**src/logic/agen_pkg.sv**
```systemverilog
package agen_pkg;

   // Datapath widths
   localparam int addr_w   = 32;
   localparam int seg_w    = 16;
   localparam int rid_w    = 3;
   localparam int aluk_w   = 3;
   localparam int gpr_sb_w = 24;
   localparam int seg_sb_w = 8;
   localparam int mm_sb_w  = 8;

   // Operand size codes
   localparam logic [1:0] size_8  = 2'd0;
   localparam logic [1:0] size_16 = 2'd1;
   localparam logic [1:0] size_32 = 2'd2;
   localparam logic [1:0] size_64 = 2'd3;

   // IDT entry addresses for the supported faults
   localparam logic [addr_w-1:0] idt_nmi_addr = 32'h0000_0010;
   localparam logic [addr_w-1:0] idt_pf_addr  = 32'h0000_0070;
   localparam logic [addr_w-1:0] idt_gp_addr  = 32'h0000_0068;

   typedef struct packed {
      logic [addr_w-1:0] eip;
      logic [addr_w-1:0] neip;
      logic [seg_w-1:0]  ncs;
      logic [addr_w-1:0] a;
      logic [addr_w-1:0] b;
      logic [addr_w-1:0] add_base_disp;
      logic [addr_w-1:0] add_sib_seg1;
      logic [addr_w-1:0] sib_si_data;
      logic [addr_w-1:0] sp_addr;
      logic [addr_w-1:0] interrupt_addr;
      logic              exc_en_v;
      logic              mem_rd;
      logic              mem_wr;
      logic [aluk_w-1:0] aluk;
   } agen_data_t;

   typedef struct packed {
      logic [gpr_sb_w-1:0] gpr_sb;
      logic [seg_sb_w-1:0] seg_sb;
      logic [mm_sb_w-1:0]  mm_sb;
      logic [rid_w-1:0]    drid1;
      logic [rid_w-1:0]    drid2;
   } agen_sb_t;

   // Lanes of one GPR touched by an access of the given size
   // Register r, lane k lives at bit 3r+k
   function automatic logic [gpr_sb_w-1:0] gpr_lane_mask(input logic [rid_w-1:0] id,
                                                         input logic [1:0] size);
      logic [gpr_sb_w-1:0] lanes;
      case (size)
         size_8:  lanes = gpr_sb_w'(3'b001);
         size_16: lanes = gpr_sb_w'(3'b011);
         default: lanes = gpr_sb_w'(3'b111);
      endcase
      return lanes << (3 * id);
   endfunction

endpackage

```
**src/logic/pipe_latch.sv**
```systemverilog
module pipe_latch #(
   parameter type payload_t = logic
) (
   input  logic     clk,
   input  logic     reset,
   input  logic     load,
   input  logic     in_v,
   input  payload_t d,
   output logic     out_v,
   output payload_t q
);

   // A stalled or empty slot becomes a bubble
   always_ff @(posedge clk) begin
      if (reset) begin
         out_v <= 1'b0;
      end else begin
         out_v <= in_v & load;
      end
   end

   // Payload only moves with a real instruction, otherwise it holds
   always_ff @(posedge clk) begin
      if (in_v && load) begin
         q <= d;
      end
   end

   no_valid_after_reset: assert property (@(posedge clk) reset |=> !out_v)
      else $error("pipe_latch valid set right after reset");

endmodule

```
**src/logic/stack_pointer_unit.sv**
```systemverilog
module stack_pointer_unit import agen_pkg::*; (
   input  logic              clk,
   input  logic              reset,
   input  logic              advance,
   input  logic [addr_w-1:0] sr2_data,
   input  logic [1:0]        mem_size,
   input  logic              sp_push,
   input  logic              sp_add_size,
   input  logic              temp_sp,
   output logic [addr_w-1:0] sp_addr
);

   logic [addr_w-1:0] push_off;
   logic [3:0]        pop_size;
   logic [3:0]        prev_pop_size;
   logic [addr_w-1:0] temp_sp_q;
   logic [addr_w-1:0] add_amt;
   logic [addr_w-1:0] sp_base;

   // Push decrements by the operand size, byte pushes count as words
   always_comb begin
      case (mem_size)
         size_32: push_off = addr_w'(-4);
         size_64: push_off = addr_w'(-8);
         default: push_off = addr_w'(-2);
      endcase
   end

   always_comb begin
      case (mem_size)
         size_32: pop_size = 4'd4;
         size_64: pop_size = 4'd8;
         default: pop_size = 4'd2;
      endcase
   end

   // Multi-pop steps by the size popped on the previous access
   assign add_amt = sp_add_size ? addr_w'(prev_pop_size) : push_off;
   assign sp_base = temp_sp ? temp_sp_q : sr2_data;
   assign sp_addr = sp_base + (sp_push ? add_amt : '0);

   always_ff @(posedge clk) begin
      if (reset) begin
         temp_sp_q     <= '0;
         prev_pop_size <= '0;
      end else if (advance) begin
         temp_sp_q     <= sp_addr;
         prev_pop_size <= pop_size;
      end
   end

   no_byte_push: assert property (@(posedge clk) disable iff (reset)
      advance && sp_push |-> mem_size != size_8)
      else $error("stack access with byte size");

endmodule

```
**src/logic/reg_dependency_check.sv**
```systemverilog
module reg_dependency_check import agen_pkg::*; (
   input  logic                v,
   input  logic [rid_w-1:0]    sr1, sr2, sib_i, seg1, seg2,
   input  logic [1:0]          sr1_size, sr2_size,
   input  logic                sr1_needed, sr2_needed,
   input  logic                seg1_needed, seg2_needed,
   input  logic                mm1_needed, mm2_needed,
   input  logic                sib_en,
   input  logic                ag2_v,
   input  logic [gpr_sb_w-1:0] ag2_gpr_sb,
   input  logic [seg_sb_w-1:0] ag2_seg_sb,
   input  logic [mm_sb_w-1:0]  ag2_mm_sb,
   input  logic                me_v,
   input  logic [gpr_sb_w-1:0] me_gpr_sb,
   input  logic [seg_sb_w-1:0] me_seg_sb,
   input  logic [mm_sb_w-1:0]  me_mm_sb,
   input  logic                me2_v,
   input  logic [gpr_sb_w-1:0] me2_gpr_sb,
   input  logic [seg_sb_w-1:0] me2_seg_sb,
   input  logic [mm_sb_w-1:0]  me2_mm_sb,
   input  logic                ex_v,
   input  logic [gpr_sb_w-1:0] ex_gpr_sb,
   input  logic [seg_sb_w-1:0] ex_seg_sb,
   input  logic [mm_sb_w-1:0]  ex_mm_sb,
   output logic                dep_stall
);

   logic [gpr_sb_w-1:0] gpr_need, gpr_busy;
   logic [seg_sb_w-1:0] seg_need, seg_busy;
   logic [mm_sb_w-1:0]  mm_need, mm_busy;

   // Lanes and registers read by this instruction
   always_comb begin
      gpr_need = '0;
      seg_need = '0;
      mm_need  = '0;
      if (sr1_needed)
         gpr_need = gpr_need | gpr_lane_mask(sr1, sr1_size);
      if (sr2_needed)
         gpr_need = gpr_need | gpr_lane_mask(sr2, sr2_size);
      // SIB index is always a full 32-bit read
      if (sib_en)
         gpr_need = gpr_need | gpr_lane_mask(sib_i, size_32);
      if (seg1_needed)
         seg_need[seg1] = 1'b1;
      if (seg2_needed)
         seg_need[seg2] = 1'b1;
      if (mm1_needed)
         mm_need[sr1] = 1'b1;
      if (mm2_needed)
         mm_need[sr2] = 1'b1;
   end

   // Pending writes from every valid later stage
   assign gpr_busy = ({gpr_sb_w{ag2_v}} & ag2_gpr_sb) | ({gpr_sb_w{me_v}} & me_gpr_sb)
                   | ({gpr_sb_w{me2_v}} & me2_gpr_sb) | ({gpr_sb_w{ex_v}} & ex_gpr_sb);
   assign seg_busy = ({seg_sb_w{ag2_v}} & ag2_seg_sb) | ({seg_sb_w{me_v}} & me_seg_sb)
                   | ({seg_sb_w{me2_v}} & me2_seg_sb) | ({seg_sb_w{ex_v}} & ex_seg_sb);
   assign mm_busy  = ({mm_sb_w{ag2_v}} & ag2_mm_sb) | ({mm_sb_w{me_v}} & me_mm_sb)
                   | ({mm_sb_w{me2_v}} & me2_mm_sb) | ({mm_sb_w{ex_v}} & ex_mm_sb);

   assign dep_stall = v & ((|(gpr_need & gpr_busy)) | (|(seg_need & seg_busy))
                        | (|(mm_need & mm_busy)));

endmodule

```
**src/logic/all_scoreboard_generator.sv**
```systemverilog
module all_scoreboard_generator import agen_pkg::*; (
   input  logic                v,
   input  logic [rid_w-1:0]    drid1, drid2,
   input  logic [1:0]          dr1_size, dr2_size,
   input  logic                ld_gpr1, ld_gpr2,
   input  logic                ld_seg, ld_mm,
   output logic [gpr_sb_w-1:0] gpr_sb,
   output logic [seg_sb_w-1:0] seg_sb,
   output logic [mm_sb_w-1:0]  mm_sb
);

   always_comb begin
      gpr_sb = '0;
      seg_sb = '0;
      mm_sb  = '0;
      if (v) begin
         if (ld_gpr1)
            gpr_sb = gpr_sb | gpr_lane_mask(drid1, dr1_size);
         if (ld_gpr2)
            gpr_sb = gpr_sb | gpr_lane_mask(drid2, dr2_size);
         // Segment and MM writes always target the first destination
         if (ld_seg)
            seg_sb[drid1] = 1'b1;
         if (ld_mm)
            mm_sb[drid1] = 1'b1;
      end
   end

   // No clock here, so checked as the outputs settle
   always_comb begin
      if (!v) begin
         sb_clear_without_v: assert (gpr_sb == '0 && seg_sb == '0 && mm_sb == '0)
            else $error("scoreboard bit set without valid");
      end
   end

endmodule

```
**src/logic/agen_stage1.sv**
```systemverilog
module agen_stage1 import agen_pkg::*; (
   input  logic                clk,
   input  logic                reset,
   input  logic                v,
   input  logic [addr_w-1:0]   eip,
   input  logic [seg_w-1:0]    cs,
   input  logic [47:0]         offset,
   input  logic                jmp_rel, mux_next_eip, mux_next_cs,
   input  logic [1:0]          mux_a,
   input  logic                mux_b, mux_drid1,
   input  logic                sp_push, sp_add_size, temp_sp,
   input  logic                sr1_needed, sr2_needed, seg1_needed, seg2_needed,
   input  logic                mm1_needed, mm2_needed,
   input  logic                ld_gpr1, ld_gpr2, ld_seg, ld_mm,
   input  logic [rid_w-1:0]    sr1, sr2, sib_i, seg1, seg2,
   input  logic [1:0]          sr1_size, sr2_size, dr1_size, dr2_size, mem_size,
   input  logic [addr_w-1:0]   imm32, disp32,
   input  logic                sib_en, disp_en, base_reg_en, mux_seg,
   input  logic [1:0]          sib_s,
   input  logic [addr_w-1:0]   sr1_data, sr2_data, sib_i_data,
   input  logic [seg_w-1:0]    seg1_data, seg2_data,
   input  logic                nmi_int_en, gen_prot_exc_en, page_fault_exc_en,
   input  logic                mem_rd, mem_wr,
   input  logic [aluk_w-1:0]   aluk,
   input  logic                ag2_v, me_v, me2_v, ex_v,
   input  logic [gpr_sb_w-1:0] ag2_gpr_sb, me_gpr_sb, me2_gpr_sb, ex_gpr_sb,
   input  logic [seg_sb_w-1:0] ag2_seg_sb, me_seg_sb, me2_seg_sb, ex_seg_sb,
   input  logic [mm_sb_w-1:0]  ag2_mm_sb, me_mm_sb, me2_mm_sb, ex_mm_sb,
   output logic                dep_stall,
   output logic [rid_w-1:0]    sr1_out, sr2_out, sib_i_out, seg1_out, seg2_out,
   output agen_data_t          data,
   output agen_sb_t            sb
);

   logic [addr_w-1:0]   rel_add;
   logic [seg_w-1:0]    seg_sel;
   logic [addr_w-1:0]   sib_si;
   logic [addr_w-1:0]   sp_addr;
   logic [rid_w-1:0]    drid1;
   logic [gpr_sb_w-1:0] gpr_sb;
   logic [seg_sb_w-1:0] seg_sb;
   logic [mm_sb_w-1:0]  mm_sb;
   logic                advance;

   // Register file read ids go straight out
   assign sr1_out   = sr1;
   assign sr2_out   = sr2;
   assign sib_i_out = sib_i;
   assign seg1_out  = seg1;
   assign seg2_out  = seg2;

   assign advance = v & ~dep_stall;
   assign rel_add = jmp_rel ? offset[addr_w-1:0] : '0;
   assign seg_sel = mux_seg ? cs : seg1_data;
   assign sib_si  = sib_en ? (sib_i_data << sib_s) : '0;
   assign drid1   = mux_drid1 ? sr2 : sr1;

   always_comb begin
      data.eip  = eip;
      data.neip = mux_next_eip ? offset[addr_w-1:0] : eip + rel_add;
      // Far transfers take the selector from the top of the offset
      data.ncs  = mux_next_cs ? offset[47:32] : cs;
      case (mux_a)
         2'd0:    data.a = sr1_data;
         2'd1:    data.a = addr_w'(seg1_data);
         2'd2:    data.a = addr_w'(seg2_data);
         default: data.a = addr_w'(cs);
      endcase
      data.b             = mux_b ? imm32 : sr2_data;
      data.add_base_disp = (base_reg_en ? sr1_data : '0) + (disp_en ? disp32 : '0);
      data.add_sib_seg1  = {seg_sel, 16'b0} + sib_si;
      data.sib_si_data   = sib_si;
      data.sp_addr       = sp_addr;
      // GP beats PF beats NMI, and NMI is the idle vector
      if (gen_prot_exc_en)
         data.interrupt_addr = idt_gp_addr;
      else if (page_fault_exc_en)
         data.interrupt_addr = idt_pf_addr;
      else
         data.interrupt_addr = idt_nmi_addr;
      data.exc_en_v = v & (nmi_int_en | gen_prot_exc_en | page_fault_exc_en);
      data.mem_rd   = mem_rd;
      data.mem_wr   = mem_wr;
      data.aluk     = aluk;
   end

   always_comb begin
      sb.gpr_sb = gpr_sb;
      sb.seg_sb = seg_sb;
      sb.mm_sb  = mm_sb;
      sb.drid1  = drid1;
      sb.drid2  = sr2;
   end

   stack_pointer_unit i_stack (
      .clk, .reset, .advance, .sr2_data, .mem_size,
      .sp_push, .sp_add_size, .temp_sp, .sp_addr
   );

   reg_dependency_check i_dep_check (
      .v, .sr1, .sr2, .sib_i, .seg1, .seg2, .sr1_size, .sr2_size,
      .sr1_needed, .sr2_needed, .seg1_needed, .seg2_needed,
      .mm1_needed, .mm2_needed, .sib_en,
      .ag2_v, .ag2_gpr_sb, .ag2_seg_sb, .ag2_mm_sb,
      .me_v, .me_gpr_sb, .me_seg_sb, .me_mm_sb,
      .me2_v, .me2_gpr_sb, .me2_seg_sb, .me2_mm_sb,
      .ex_v, .ex_gpr_sb, .ex_seg_sb, .ex_mm_sb,
      .dep_stall
   );

   all_scoreboard_generator i_sb_gen (
      .v, .drid1, .drid2(sr2), .dr1_size, .dr2_size,
      .ld_gpr1, .ld_gpr2, .ld_seg, .ld_mm,
      .gpr_sb, .seg_sb, .mm_sb
   );

   // Stall feedback from the dependency check must settle before every edge
   latch_valid_known: assert property (@(posedge clk) disable iff (reset)
      !$isunknown(advance))
      else $error("stage latch valid is unknown");

endmodule

```
**src/logic/agen_top.sv**
```systemverilog
module agen_top import agen_pkg::*; (
   input  logic                clk,
   input  logic                reset,
   input  logic                v,
   input  logic [addr_w-1:0]   eip,
   input  logic [seg_w-1:0]    cs,
   input  logic [47:0]         offset,
   input  logic                jmp_rel, mux_next_eip, mux_next_cs,
   input  logic [1:0]          mux_a,
   input  logic                mux_b, mux_drid1,
   input  logic                sp_push, sp_add_size, temp_sp,
   input  logic                sr1_needed, sr2_needed, seg1_needed, seg2_needed,
   input  logic                mm1_needed, mm2_needed,
   input  logic                ld_gpr1, ld_gpr2, ld_seg, ld_mm,
   input  logic [rid_w-1:0]    sr1, sr2, sib_i, seg1, seg2,
   input  logic [1:0]          sr1_size, sr2_size, dr1_size, dr2_size, mem_size,
   input  logic [addr_w-1:0]   imm32, disp32,
   input  logic                sib_en, disp_en, base_reg_en, mux_seg,
   input  logic [1:0]          sib_s,
   input  logic [addr_w-1:0]   sr1_data, sr2_data, sib_i_data,
   input  logic [seg_w-1:0]    seg1_data, seg2_data,
   input  logic                nmi_int_en, gen_prot_exc_en, page_fault_exc_en,
   input  logic                mem_rd, mem_wr,
   input  logic [aluk_w-1:0]   aluk,
   input  logic                ag2_v, me_v, me2_v, ex_v,
   input  logic [gpr_sb_w-1:0] ag2_gpr_sb, me_gpr_sb, me2_gpr_sb, ex_gpr_sb,
   input  logic [seg_sb_w-1:0] ag2_seg_sb, me_seg_sb, me2_seg_sb, ex_seg_sb,
   input  logic [mm_sb_w-1:0]  ag2_mm_sb, me_mm_sb, me2_mm_sb, ex_mm_sb,
   output logic                dep_stall,
   output logic [rid_w-1:0]    sr1_out, sr2_out, sib_i_out, seg1_out, seg2_out,
   output logic                ag_v,
   output logic [addr_w-1:0]   ag_neip,
   output logic [seg_w-1:0]    ag_ncs,
   output logic [addr_w-1:0]   ag_a, ag_b,
   output logic [addr_w-1:0]   ag_add_base_disp, ag_add_sib_seg1,
   output logic [addr_w-1:0]   ag_sp_addr, ag_interrupt_addr,
   output logic                ag_exc_en_v,
   output logic [gpr_sb_w-1:0] ag_gpr_sb,
   output logic [seg_sb_w-1:0] ag_seg_sb,
   output logic [mm_sb_w-1:0]  ag_mm_sb,
   output logic [rid_w-1:0]    ag_drid1
);

   agen_data_t stage_data, data_q;
   agen_sb_t   stage_sb, sb_q;
   logic       data_v, sb_v;
   logic       no_stall;

   assign no_stall = ~dep_stall;

   agen_stage1 i_stage1 (
      .data(stage_data),
      .sb(stage_sb),
      .*
   );

   pipe_latch #(.payload_t(agen_data_t)) i_data_latch (
      .clk, .reset, .load(no_stall), .in_v(v),
      .d(stage_data), .out_v(data_v), .q(data_q)
   );

   pipe_latch #(.payload_t(agen_sb_t)) i_sb_latch (
      .clk, .reset, .load(no_stall), .in_v(v),
      .d(stage_sb), .out_v(sb_v), .q(sb_q)
   );

   // Both halves of the stage register carry the same instruction
   assign ag_v              = data_v & sb_v;
   assign ag_neip           = data_q.neip;
   assign ag_ncs            = data_q.ncs;
   assign ag_a              = data_q.a;
   assign ag_b              = data_q.b;
   assign ag_add_base_disp  = data_q.add_base_disp;
   assign ag_add_sib_seg1   = data_q.add_sib_seg1;
   assign ag_sp_addr        = data_q.sp_addr;
   assign ag_interrupt_addr = data_q.interrupt_addr;
   assign ag_exc_en_v       = data_q.exc_en_v;
   assign ag_gpr_sb         = sb_q.gpr_sb;
   assign ag_seg_sb         = sb_q.seg_sb;
   assign ag_mm_sb          = sb_q.mm_sb;
   assign ag_drid1          = sb_q.drid1;

endmodule

```
**config.mk**
```make
export PLATFORM = sky130hd
export DESIGN_NAME = agen_top
export DESIGN_NICKNAME = d
export VERILOG_FILES = /design/src/logic/agen_pkg.sv /design/src/logic/pipe_latch.sv /design/src/logic/stack_pointer_unit.sv /design/src/logic/reg_dependency_check.sv /design/src/logic/all_scoreboard_generator.sv /design/src/logic/agen_stage1.sv /design/src/logic/agen_top.sv
export SDC_FILE = /design/constraint.sdc
export NUM_CORES = 1
export LEC_CHECK = 0
export ABC_AREA = 1
export BUFFER_PORTS_ARGS = -buffer_cell sky130_fd_sc_hd__buf_2
export CAP_MARGIN = 20
export CORE_AREA = 2 2 318 320
export DETAILED_ROUTE_END_ITERATION = 8
export DIE_AREA = 0 0 320 322
export SYNTH_ARGS = -nofsm -noshare
export SYNTH_HDL_FRONTEND = slang
export SYNTH_HIERARCHICAL = 1
export SYNTH_SLANG_ARGS = --single-unit
```
**constraint.sdc**
```tcl
create_clock -name clk -period 16.79 [get_ports clk]
set_clock_uncertainty 0.2 [all_clocks]
set_input_delay 5.037 -clock clk [delete_from_list [all_inputs] [get_ports clk]]
set_output_delay 5.037 -clock clk [all_outputs]
set_load 0.05 [all_outputs]
```
# == Word level (Yosys, flattened, before mapping) ==
# Cells that the tools add are included.
# classes
div_mod_pow,0
n_bitwise,37
addsub,4
n_reduce_logical,16
eq_ne,8
n_lt_le_gt_ge,10
mux,47
multipliers,4
shifts,6
# ops
op,count
$mux 24,13
$mux 32,9
$or 24x24->24,6
$add 32x32->32,4
$and 24x24->24,5
$shl 24x5->24,5
$pmux 32 s3,1
$and 8x8->8,10
$or 8x8->8,8
$mux 16,2
$mux 8,4
$shl 32x2->32,1
$pmux 3 s2,5
$reduce_or 24->1,1
$lt 3x4->1 const B,5
$mul 2x3->5 const A,4
$reduce_or 8->1,2
$demux 1 s3,5
$ge 3x1->1 const B,5
$eq 2x1->1 const B,5
$logic_not 2->1,5
$pmux 4 s2,1
$mux 7,1
$eq 2x2->1 const B,3
other kinds (7),22
# word_totals
word_cells,148
ram_bits,0
romBits,0
n_memories,0
regBits,321
latchBits,0
output_inout_bits,301

# == Logic depth before layout (Yosys ltp) ==
# Gate-level depths: netlist of run 1.
# depth
depth_word,16
depth_mapped,25

# == Modules after synthesis ==
# The synthesis of run 1 kept the hierarchy.
# modules_own_cells
module,seq_area_each_um2,area_each_um2,cells_each,instances
pipe_latch (i_data_latch),9328.9,9342.7,314,1
agen_stage1,0.0,8785.9,1673,1
stack_pointer_unit,700.7,3998.8,749,1
reg_dependency_check,0.0,3011.6,628,1
pipe_latch (i_sb_latch),1401.3,1415.1,50,1
all_scoreboard_generator,0.0,1246.2,226,1
agen_top,0.0,11.3,3,1

# == Worst setup path before layout of run 1 ==
# No wires, ideal clock.
# synth_timing
path_type,input-to-reg
start,input port sr2[0]
end,register i_data_latch/q[0] (netlist name)
slack_ps,2841
t_arrival_ps,13088
required_time_ps,15929
setup_time_ps,661
path_buffers,1
stages,18
cell_sequence,ha_1 inv_1 fa_1 buf_2 or2_2 nand3_1 nand3_1 nand2_1 nand2_1 inv_2 nand2_1 nor2_1 nand3_1 nand2_1 inv_1 inv_1 nand2_1 inv_1
# synth_rtl
element,line,rtl
start: declaration,agen_top.sv:15,"input logic [rid_w-1:0] sr1, sr2, sib_i, seg1, seg2,"

# == Final worst setup path of run 1 ==
# layout_timing
start,input port sr1[0]
end,output port dep_stall
# layout_via
elab_chain_len,12
word_cells_on_any_way,22
# layout_lines
element,line,rtl
start: declaration,agen_top.sv:15,
$mul 2x3->5,agen_pkg.sv:58,return lanes << (3 * id);
$shl 24x5->24,agen_pkg.sv:58,
$mux 24,reg_dependency_check.sv:37,if (sr1_needed)
$or 24x24->24,reg_dependency_check.sv:40,"gpr_need = gpr_need | gpr_lane_mask(sr2, sr2_size);"
$mux 24,reg_dependency_check.sv:39,if (sr2_needed)
$or 24x24->24,reg_dependency_check.sv:43,"gpr_need = gpr_need | gpr_lane_mask(sib_i, size_32);"
$mux 24,reg_dependency_check.sv:42,if (sib_en)
$and 24x24->24,reg_dependency_check.sv:62,assign dep_stall = v & ((|(gpr_need & gpr_busy)) | (|(seg_need & seg_busy))
$reduce_or 24->1,reg_dependency_check.sv:62,
$or 1x1->1,reg_dependency_check.sv:62,
$or 1x1->1 (*),reg_dependency_check.sv:63,| (|(mm_need & mm_busy)));
$and 1x1->1 (*),reg_dependency_check.sv:62,
end: declaration,agen_top.sv:29,"output logic dep_stall,"
# Every way passes the cells marked *; elsewhere a longest branch is shown, timed or not.

==> results.md, run 1 <==
- Status: finished, final reports clean
- Endpoints failing setup: 0
- Routed wl met3: 9030 µm
- Final ANT Viol Nets: 0
- Global route overflow: 0
- TritonCTS clock tree: built
- Area Overhead vs Synth: 25.4%
- Clock Sink Count: 321
- Max-Cap Viols: 0
- Crit path max fanout: 11
- DRT iter0 DRCs: 1,836
- Vias: 25,900
- CP Class: in2out
- Met1 wire length: 44,900 µm
- Power per cell area: 89.6 mW/mm²
- Worst Path Arrival: 8.03 ns
- Port-buffer cells: 809
- Maximum clock path buffer count: 3
- Syn avg cell area: 7.18 µm²
- CP Capture Type: output pin
- Clk root buf: clkbuf_16
- Global router's overall resource usage: 0.197
- DR WL met2: 48,600 µm
- Startpoint type of the worst setup path: input port
- First drt pass iteration count: 5
- First-pass GRT wire length: 153,000 µm
- Worst path required time: 11.55 ns
- WL final: 106,000 µm
- Pre-CTS setup slack: 3.48 ns
- Post-Syn Area: 0.0253 mm²
- RSZ-0062 raised after global routing: no
- Vias in the first global route: 24,600
- NumNets Final: 4,933
- Setup TNS: 0 ns
- CTS resizes: 0
- Layout cells sized above 1: 0.248
- Avg WL per Cell: 18.8 µm
- Hold buffer count at CTS: 0
- Pin count of the biggest net entering global routing: 122
- FMAX: 0.0754 GHz
- Yosys warns: 6
- RD Place Congestion: 0.942
- LEAKAGE: 16.4 nW
- Row count: 116
- I/O pin count: 815
- Dpl hpwl: 88,200 µm
- Top sig layer: met5
- Count of pins over their slew limit: 0
- Height of the die: 322 µm
- H-tree lvl count: 2
- Worst-Margin Slew: 1.16 ns
- Worst min path class: reg2reg
- Crit share post-route: 0.790
- Postcts setup bufs: 0
- Mapped Cells: 3,531
- Final hold viol count: 0
- Die width: 320 µm
- Initial antenna violation count: 26
- Clock transition at the registers of the reported paths: 0.06 ns
- Final min period: 13.27 ns
- DIE AREA: 0.103 mm²
- Core area: 0.0996 mm²
- Num CTS Buffers: 41
- Rel. slew slack: 0.220
- PnR worst setup slack: 3.52 ns
- Starting density of the core: 0.255
- Worst skew pair latency: 0.59 ns
- Avg Vias per Cell: 4.60
- Maximum vdd ir drop: 0.0000682 V
- DRC violations left: 0
layout by cell type, fill, tap and decap left out, drive strengths merged, types with 40 or more instances in the layout:
cell,count
clkbuf,51
ha,136
inv,555
a21oi,197
nand4,61
edfxtp,284
nand2,1202
nor2,296
o21ai,130
nand3,228
buf,818
xor2,40
area by class of cell:
class / count / area [µm²]
Antenna cell: 19 / 47.5
Clock buffer: 51 / 1140
Clock inverter: 24 / 236
Fill cell: 10800 / 67800
Inverter: 552 / 2080
Multi-Input combinational cell: 2540 / 13300
Sequential cell: 321 / 9270
Tap cell: 1298 / 1620
Timing Repair Buffer: 818 / 4130
worst paths after layout:
check / startpoint / to / slack, ns / cells after the start
min: i_stage1/i_stack/prev_pop_size[1] / i_stage1/i_stack/prev_pop_size[1] / 0.27 / 2
max: sr1[0] / dep_stall / 3.52 / 17
min reg2reg: i_stage1/i_stack/prev_pop_size[1] / i_stage1/i_stack/prev_pop_size[1] / 0.27 / 2
max reg2reg: i_stage1/i_stack/temp_sp_q[1] / i_data_latch/q[67] / 14.01 / 11
power breakdown:
| part | total (mW) | internal (mW) | switching [mW] |
|---|---|---|---|
| combinational | 0.947 | 0.254 | 0.693 |
| sequential | 0.986 | 0.964 | 0.0213 |
| clock | 0.914 | 0.535 | 0.380 |
layer usage:
metal	global-route usage	vias up
li1	-	12900
met1	0.250	11900
met2	0.326	933
met3	0.0531	134
met4	0.0610	14
met5	0	-
worst max-delay path: stages:
cell,delay (ns)
buf_2,0.24
ha_1,0.19
inv_1,0.05
fa_1,0.77
inv_1,0.24
nor2_1,0.28
nand2_1,0.08
nand3_1,0.10
nand2_1,0.05
nand2_1,0.07
nor2_1,0.04
nand2_1,0.08
nor2_1,0.05
nand3_1,0.24
nand2_1,0.08
inv_1,0.11
buf_2,0.28
state kept, by name, indices dropped and copies added (netlist names):
name / count
i_data_latch/out_v: 1
i_data_latch/q: 241
i_sb_latch/out_v: 1
i_sb_latch/q: 43
i_stage1/i_stack/prev_pop_size: 3
i_stage1/i_stack/temp_sp_q: 32
stage by stage:
| stage | std cells | hold WS [ns] | instance area (µm²) | util | power (mW) |
|---|---|---|---|---|---|
| final | 5623 | 0.270 | 31800 | 0.319 | 2.85 |
| after global routing | 5611 | 0.299 | 31800 | 0.319 | 2.99 |
| after CTS | 5604 | 0.267 | 31700 | 0.319 | 2.88 |
| after detailed placement | 5529 | 0.256 | 30400 | 0.305 | 1.95 |
| after global placement | 5529 | 0.242 | 30400 | 0.305 | 1.94 |
| after floorplan | 3558 | 0.232 | 25500 | - | 1.66 |
No activity file was read; power rests on OpenSTA's default activity.
==> inputs of run 2 (changes only) <==
- ABC_AREA: 1 -> 0
- CORE_AREA: 2 2 318 320 -> 2 2 313 315
- DIE_AREA: 0 0 320 322 -> 0 0 315 317
- clock period: 16.79 -> 12.6 ns (I/O delays scaled with it)
==> results.md, run 2 <==
- Internal: 2.31 mW
- Clock Sink Count: 321
- First drt pass iteration count: 8
- I/O pin count: 815
- PnR worst setup slack: 1.30 ns
- Layout Cells excl Fill: 4,229
- RD Place Congestion: 0.919
- Avg Vias per Cell: 4.86
- Pre-CTS setup slack: 1.35 ns
- Num CTS Buffers: 41
- Global router's overall resource usage: 0.173
- CTS resizes: 0
- First-pass GRT wire length: 129,000 µm
- Critical R2R Capture: i_stage1/i_stack/temp_sp_q[31]
- Postcts setup bufs: 0
- Final hold viol count: 0
- Critical Path Sink: dep_stall
- DRT iter0 DRCs: 1,437
- CP Class: in2out
- Avg WL per Cell: 21.7 µm
- Layout cells sized above 1: 0.359
- Net Sw Power: 1.36 mW
- DIE AREA: 0.0999 mm²
- Startpoint type of the worst setup path: input port
- Clock power frac: 0.316
- Regs by FF count: i_data_latch/q (241), i_sb_latch/q (43), i_stage1/i_stack/temp_sp_q (32)
- Vias: 20,600
- Power per cell area: 126 mW/mm²
- Commonest non-fill, non-tap cell in the layout: buf_2
- Worst Path Arrival: 7.32 ns
- CP Capture Type: output pin
- Largest register FFs: 241
- Status: finished, final reports clean
- Worst skew pair latency: 0.58 ns
- Switching share of power: 0.369
- Count of pins over their slew limit: 0
- Hold buffer count at CTS: 0
- Mapped Cells: 2,189
- Worst min path class: reg2reg
- Max-Cap Viols: 0
- Post-Syn Area: 0.0228 mm²
- H-tree lvl count: 2
- Core area: 0.0963 mm²
- Final min period: 11.30 ns
- Worst reg2reg path depth: 12
- Row count: 114
- DRC violations left: 0
- Most flops, register: i_data_latch/q
- Height of the die: 317 µm
- Most frequent cells in the layout: buf_2 (809), edfxtp_1 (284), nand2_1 (169)
- Port-buffer cells: 809
- RSZ-0062 raised after global routing: no
- Global route overflow: 0
- Setup TNS: 0 ns
- Crit share post-route: 0.897
- Yosys warns: 6
- Syn avg cell area: 10.4 µm²
- Clock transition at the registers of the reported paths: 0.06 ns
- Dpl hpwl: 74,000 µm
- TritonCTS clock tree: built
- Initial antenna violation count: 12
- Register share of total power: 0.360
- LEAKAGE: 12.3 nW
- Vias in the first global route: 20,000
- Final ANT Viol Nets: 0
- Reg-to-reg slack, setup: 9.27 ns
- NumNets Final: 3,575
- Worst r2r src: i_stage1/i_stack/prev_pop_size[1]
- WL final: 91,800 µm
- Maximum clock path buffer count: 3
- Pin count of the biggest net entering global routing: 131
- Comb power frac: 0.324
- Fillers: 10,100
- FMAX: 0.0885 GHz
- Setup crit start: sr1[0]
- Starting density of the core: 0.237
- Area Overhead vs Synth: 27.5%
- Clk root buf: clkbuf_16
- Endpoints failing setup: 0
- Maximum vdd ir drop: 0.000112 V
- Inst Count DP: 4,146
- Pwr Total: 3.67 mW
- Die width: 315 µm
- Crit path max fanout: 15
- Worst-Margin Slew: 1.06 ns
- Rel. slew slack: 0.290
- Worst path required time: 8.62 ns
[run 2: power groups by stage]
stage	sequential (mW)	clock, mW	combinational [mW]
after floorplan	1.67	0	0.504
after global routing	1.33	1.23	1.27
after CTS	1.32	1.20	1.19
after global placement	1.34	0	1.18
final	1.32	1.16	1.19
after detailed placement	1.34	0	1.18
[run 2: metrics by stage]
step	hold slack, ns	utilization	cell area [µm²]
CTS	0.268	0.302	29000
global placement	0.250	0.288	27700
floorplan	0.237	-	22900
detailed placement	0.254	0.288	27700
global route	0.275	0.302	29100
finish	0.266	0.302	29100
[run 2: final cells by class]
type | instances | area (µm²) | share of cell area
multi-input combinational | 1673 | 12500 | 0.430
sequential | 321 | 9270 | 0.319
timing repair buffer | 825 | 4210 | 0.145
tap | 1276 | 1600 | 0.0549
clock buffer | 51 | 1080 | 0.0373
clock inverter | 24 | 210 | 0.00723
inverter | 54 | 203 | 0.00697
antenna | 5 | 12.5 | 0.000430
[run 2: critical path, cell delays in order]
cell	delay, ns
buf_2	0.27
ha_1	0.20
inv_1	0.04
fa_1	0.40
xnor2_2	0.52
nor2_1	0.30
a222oi_1	0.42
a21oi_1	0.12
or4_1	0.53
o41a_1	0.48
buf_2	0.25
[run 2: worst min-delay path by stage]
stage / from / slack, ns / endpoint / cells after the start
2_1_floorplan: i_stage1/i_stack/temp_sp_q[10] / 0.24 / i_stage1/i_stack/temp_sp_q[10] / 1
3_3_place_gp: i_stage1/i_stack/temp_sp_q[26] / 0.25 / i_stage1/i_stack/temp_sp_q[26] / 1
3_5_place_dp: i_stage1/i_stack/temp_sp_q[17] / 0.25 / i_stage1/i_stack/temp_sp_q[17] / 1
4_1_cts: i_stage1/i_stack/prev_pop_size[3] / 0.27 / i_stage1/i_stack/prev_pop_size[3] / 2
5_1_grt: i_stage1/i_stack/temp_sp_q[22] / 0.28 / i_stage1/i_stack/temp_sp_q[22] / 1
6_report: i_stage1/i_stack/temp_sp_q[8] / 0.27 / i_stage1/i_stack/temp_sp_q[8] / 2
[run 2: metal layers]
metal	vias up	share of wire	GRT usage	routed length (µm)
met5	-	0.00051	0	47
met4	6	0.032	0.0601	2950
met3	132	0.077	0.0443	7060
met2	830	0.47	0.292	43400
met1	9942	0.42	0.214	38400
li1	9658	-	-	-
==> inputs of run 3 (changes only) <==
- clock period: 12.6 -> 13.8 ns (I/O delays scaled with it)
==> results.md, run 3 (synthesized netlist as in run 2, its figures left out) <==
- Internal: 2.21 mW
- CP Class: in2out
- Finished Cell Area: 0.0292 mm²
- Switching share of power: 0.361
- Hold path cells: 2
- I/O pin count: 815
- Hold Slack: 0.265 ns
- Vias: 20,600
- Top sig layer: met5
- Postcts setup bufs: 0
- Layout cells sized above 1: 0.359
- CP Capture Type: output pin
- RSZ-0062 raised after global routing: no
- DIE AREA: 0.0999 mm²
- H-tree lvl count: 2
- RD Place Congestion: 0.923
- Routed wl met3: 8310 µm
- Status: finished, final reports clean
- Crit path max fanout: 24
- Critical R2R Capture: i_stage1/i_stack/temp_sp_q[17]
- Crit share post-route: 0.873
- LEAKAGE: 12.4 nW
- FMAX: 0.0830 GHz
- Fillers: 10,200
- Avg Vias per Cell: 4.86
- Startpoint type of the worst setup path: input port
- Largest register FFs: 241
- Net Sw Power: 1.25 mW
- Starting density of the core: 0.237
- Placed inst area: 0.0277 mm²
- Die width: 315 µm
- Avg WL per Cell: 21.7 µm
- Initial antenna violation count: 15
- Worst skew pair latency: 0.60 ns
- Commonest non-fill, non-tap cell in the layout: buf_2
- Reg-to-reg slack, setup: 10.51 ns
- Maximum clock path buffer count: 3
- Worst r2r src: i_stage1/i_stack/prev_pop_size[1]
- Most frequent cells in the layout: buf_2 (809), edfxtp_1 (284), nand2_1 (169)
- Hold_sp: i_stage1/i_stack/prev_pop_size[3]
- DR WL met2: 44,000 µm
- Max-Cap Viols: 0
- Worst Path Arrival: 7.71 ns
- Final ANT Viol Nets: 0
- Final min period: 12.05 ns
- Final hold viol count: 0
- Clock power frac: 0.337
- Area Overhead vs Synth: 28.0%
- NumNets Final: 3,573
- Count of pins over their slew limit: 0
- Register Area: 0.00927 mm²
- Worst path required time: 9.46 ns
- First drt pass iteration count: 5
- First-pass GRT wire length: 130,000 µm
- Row count: 114
- Core area: 0.0963 mm²
- Setup TNS: 0 ns
- Port-buffer cells: 809
- Comb power frac: 0.313
- Worst min path class: reg2reg
- Most flops, register: i_data_latch/q
- Num CTS Buffers: 43
- Clock transition at the registers of the reported paths: 0.06 ns
- DRC violations left: 0
- Worst-Margin Slew: 1.14 ns
- Pin count of the biggest net entering global routing: 142
- Clock Sink Count: 321
- Clk root buf: clkbuf_16
- Endpoints failing setup: 0
- Global route overflow: 0
- DRT iter0 DRCs: 1,570
- Register share of total power: 0.349
- Height of the die: 317 µm
- WL final: 91,700 µm
- CTS resizes: 0
- TritonCTS clock tree: built
- Regs by FF count: i_data_latch/q (241), i_sb_latch/q (43), i_stage1/i_stack/temp_sp_q (32)
- Power per cell area: 118 mW/mm²
- Dpl hpwl: 74,000 µm
- Vias in the first global route: 20,300
- Hold buffer count at CTS: 0
- Area of the multi-input gates: 0.0125 mm²
- Global router's overall resource usage: 0.174
- Worst reg2reg path depth: 12
- Met1 wire length: 36,500 µm
- Rel. slew slack: 0.239
- Maximum vdd ir drop: 0.0000861 V
- Worst Hold Path EP: i_stage1/i_stack/prev_pop_size[3]
## run 3: worst max-delay path by stage
stage / start / end / slack, ns / depth (start not counted)
CTS: sr2[0] / dep_stall / 1.78 / 11
global placement: sr2[0] / dep_stall / 1.82 / 11
detailed placement: sr2[0] / dep_stall / 1.79 / 11
global route: sr2[0] / dep_stall / 1.52 / 11
finish: sr2[0] / dep_stall / 1.75 / 11
floorplan: sib_i[0] / i_data_latch/q[102] / 0.62 / 10
## run 3: routing by layer
layer / vias up / GRT usage
li1: 9648 / -
met1: 9787 / 0.209
met2: 952 / 0.299
met3: 168 / 0.0474
met4: 8 / 0.0593
met5: - / 0
## run 3: through the flow
stage | setup WS, ns | instances | util | total power [mW]
final | 1.75 | 4229 | 0.303 | 3.45
after global routing | 1.52 | 4225 | 0.303 | 3.61
after CTS | 1.78 | 4222 | 0.303 | 3.49
after detailed placement | 1.79 | 4144 | 0.288 | 2.31
after global placement | 1.82 | 4143 | 0.288 | 2.30
after floorplan | 0.617 | 2216 | - | 1.99
## run 3: worst max-delay path, cell delays in order
cell and delay (ns):
buf_2 0.38, ha_1 0.28, inv_1 0.06, fa_1 0.87, nand4b_1 0.21, nor3_1 0.06
o21ai_0 0.25, a21oi_1 0.12, or4_1 0.52, o41a_1 0.54, buf_2 0.27
## run 3: cell type report
| type | instances | share of cell area |
|---|---|---|
| clock inverter | 26 | 0.00999 |
| inverter | 54 | 0.00694 |
| antenna | 6 | 0.000514 |
| clock buffer | 52 | 0.0398 |
| tap | 1276 | 0.0547 |
| timing repair buffer | 821 | 0.142 |
| sequential | 321 | 0.317 |
| multi-input combinational | 1673 | 0.428 |
## run 3: power groups by stage
| stage | Sequential (mW) | Clock, mW | Combinational, mW |
|---|---|---|---|
| 5_1_grt | 1.21 | 1.24 | 1.16 |
| 2_1_floorplan | 1.53 | 0 | 0.460 |
| 4_1_cts | 1.21 | 1.20 | 1.08 |
| 6_report | 1.21 | 1.16 | 1.08 |
| 3_3_place_gp | 1.22 | 0 | 1.08 |
| 3_5_place_dp | 1.23 | 0 | 1.08 |
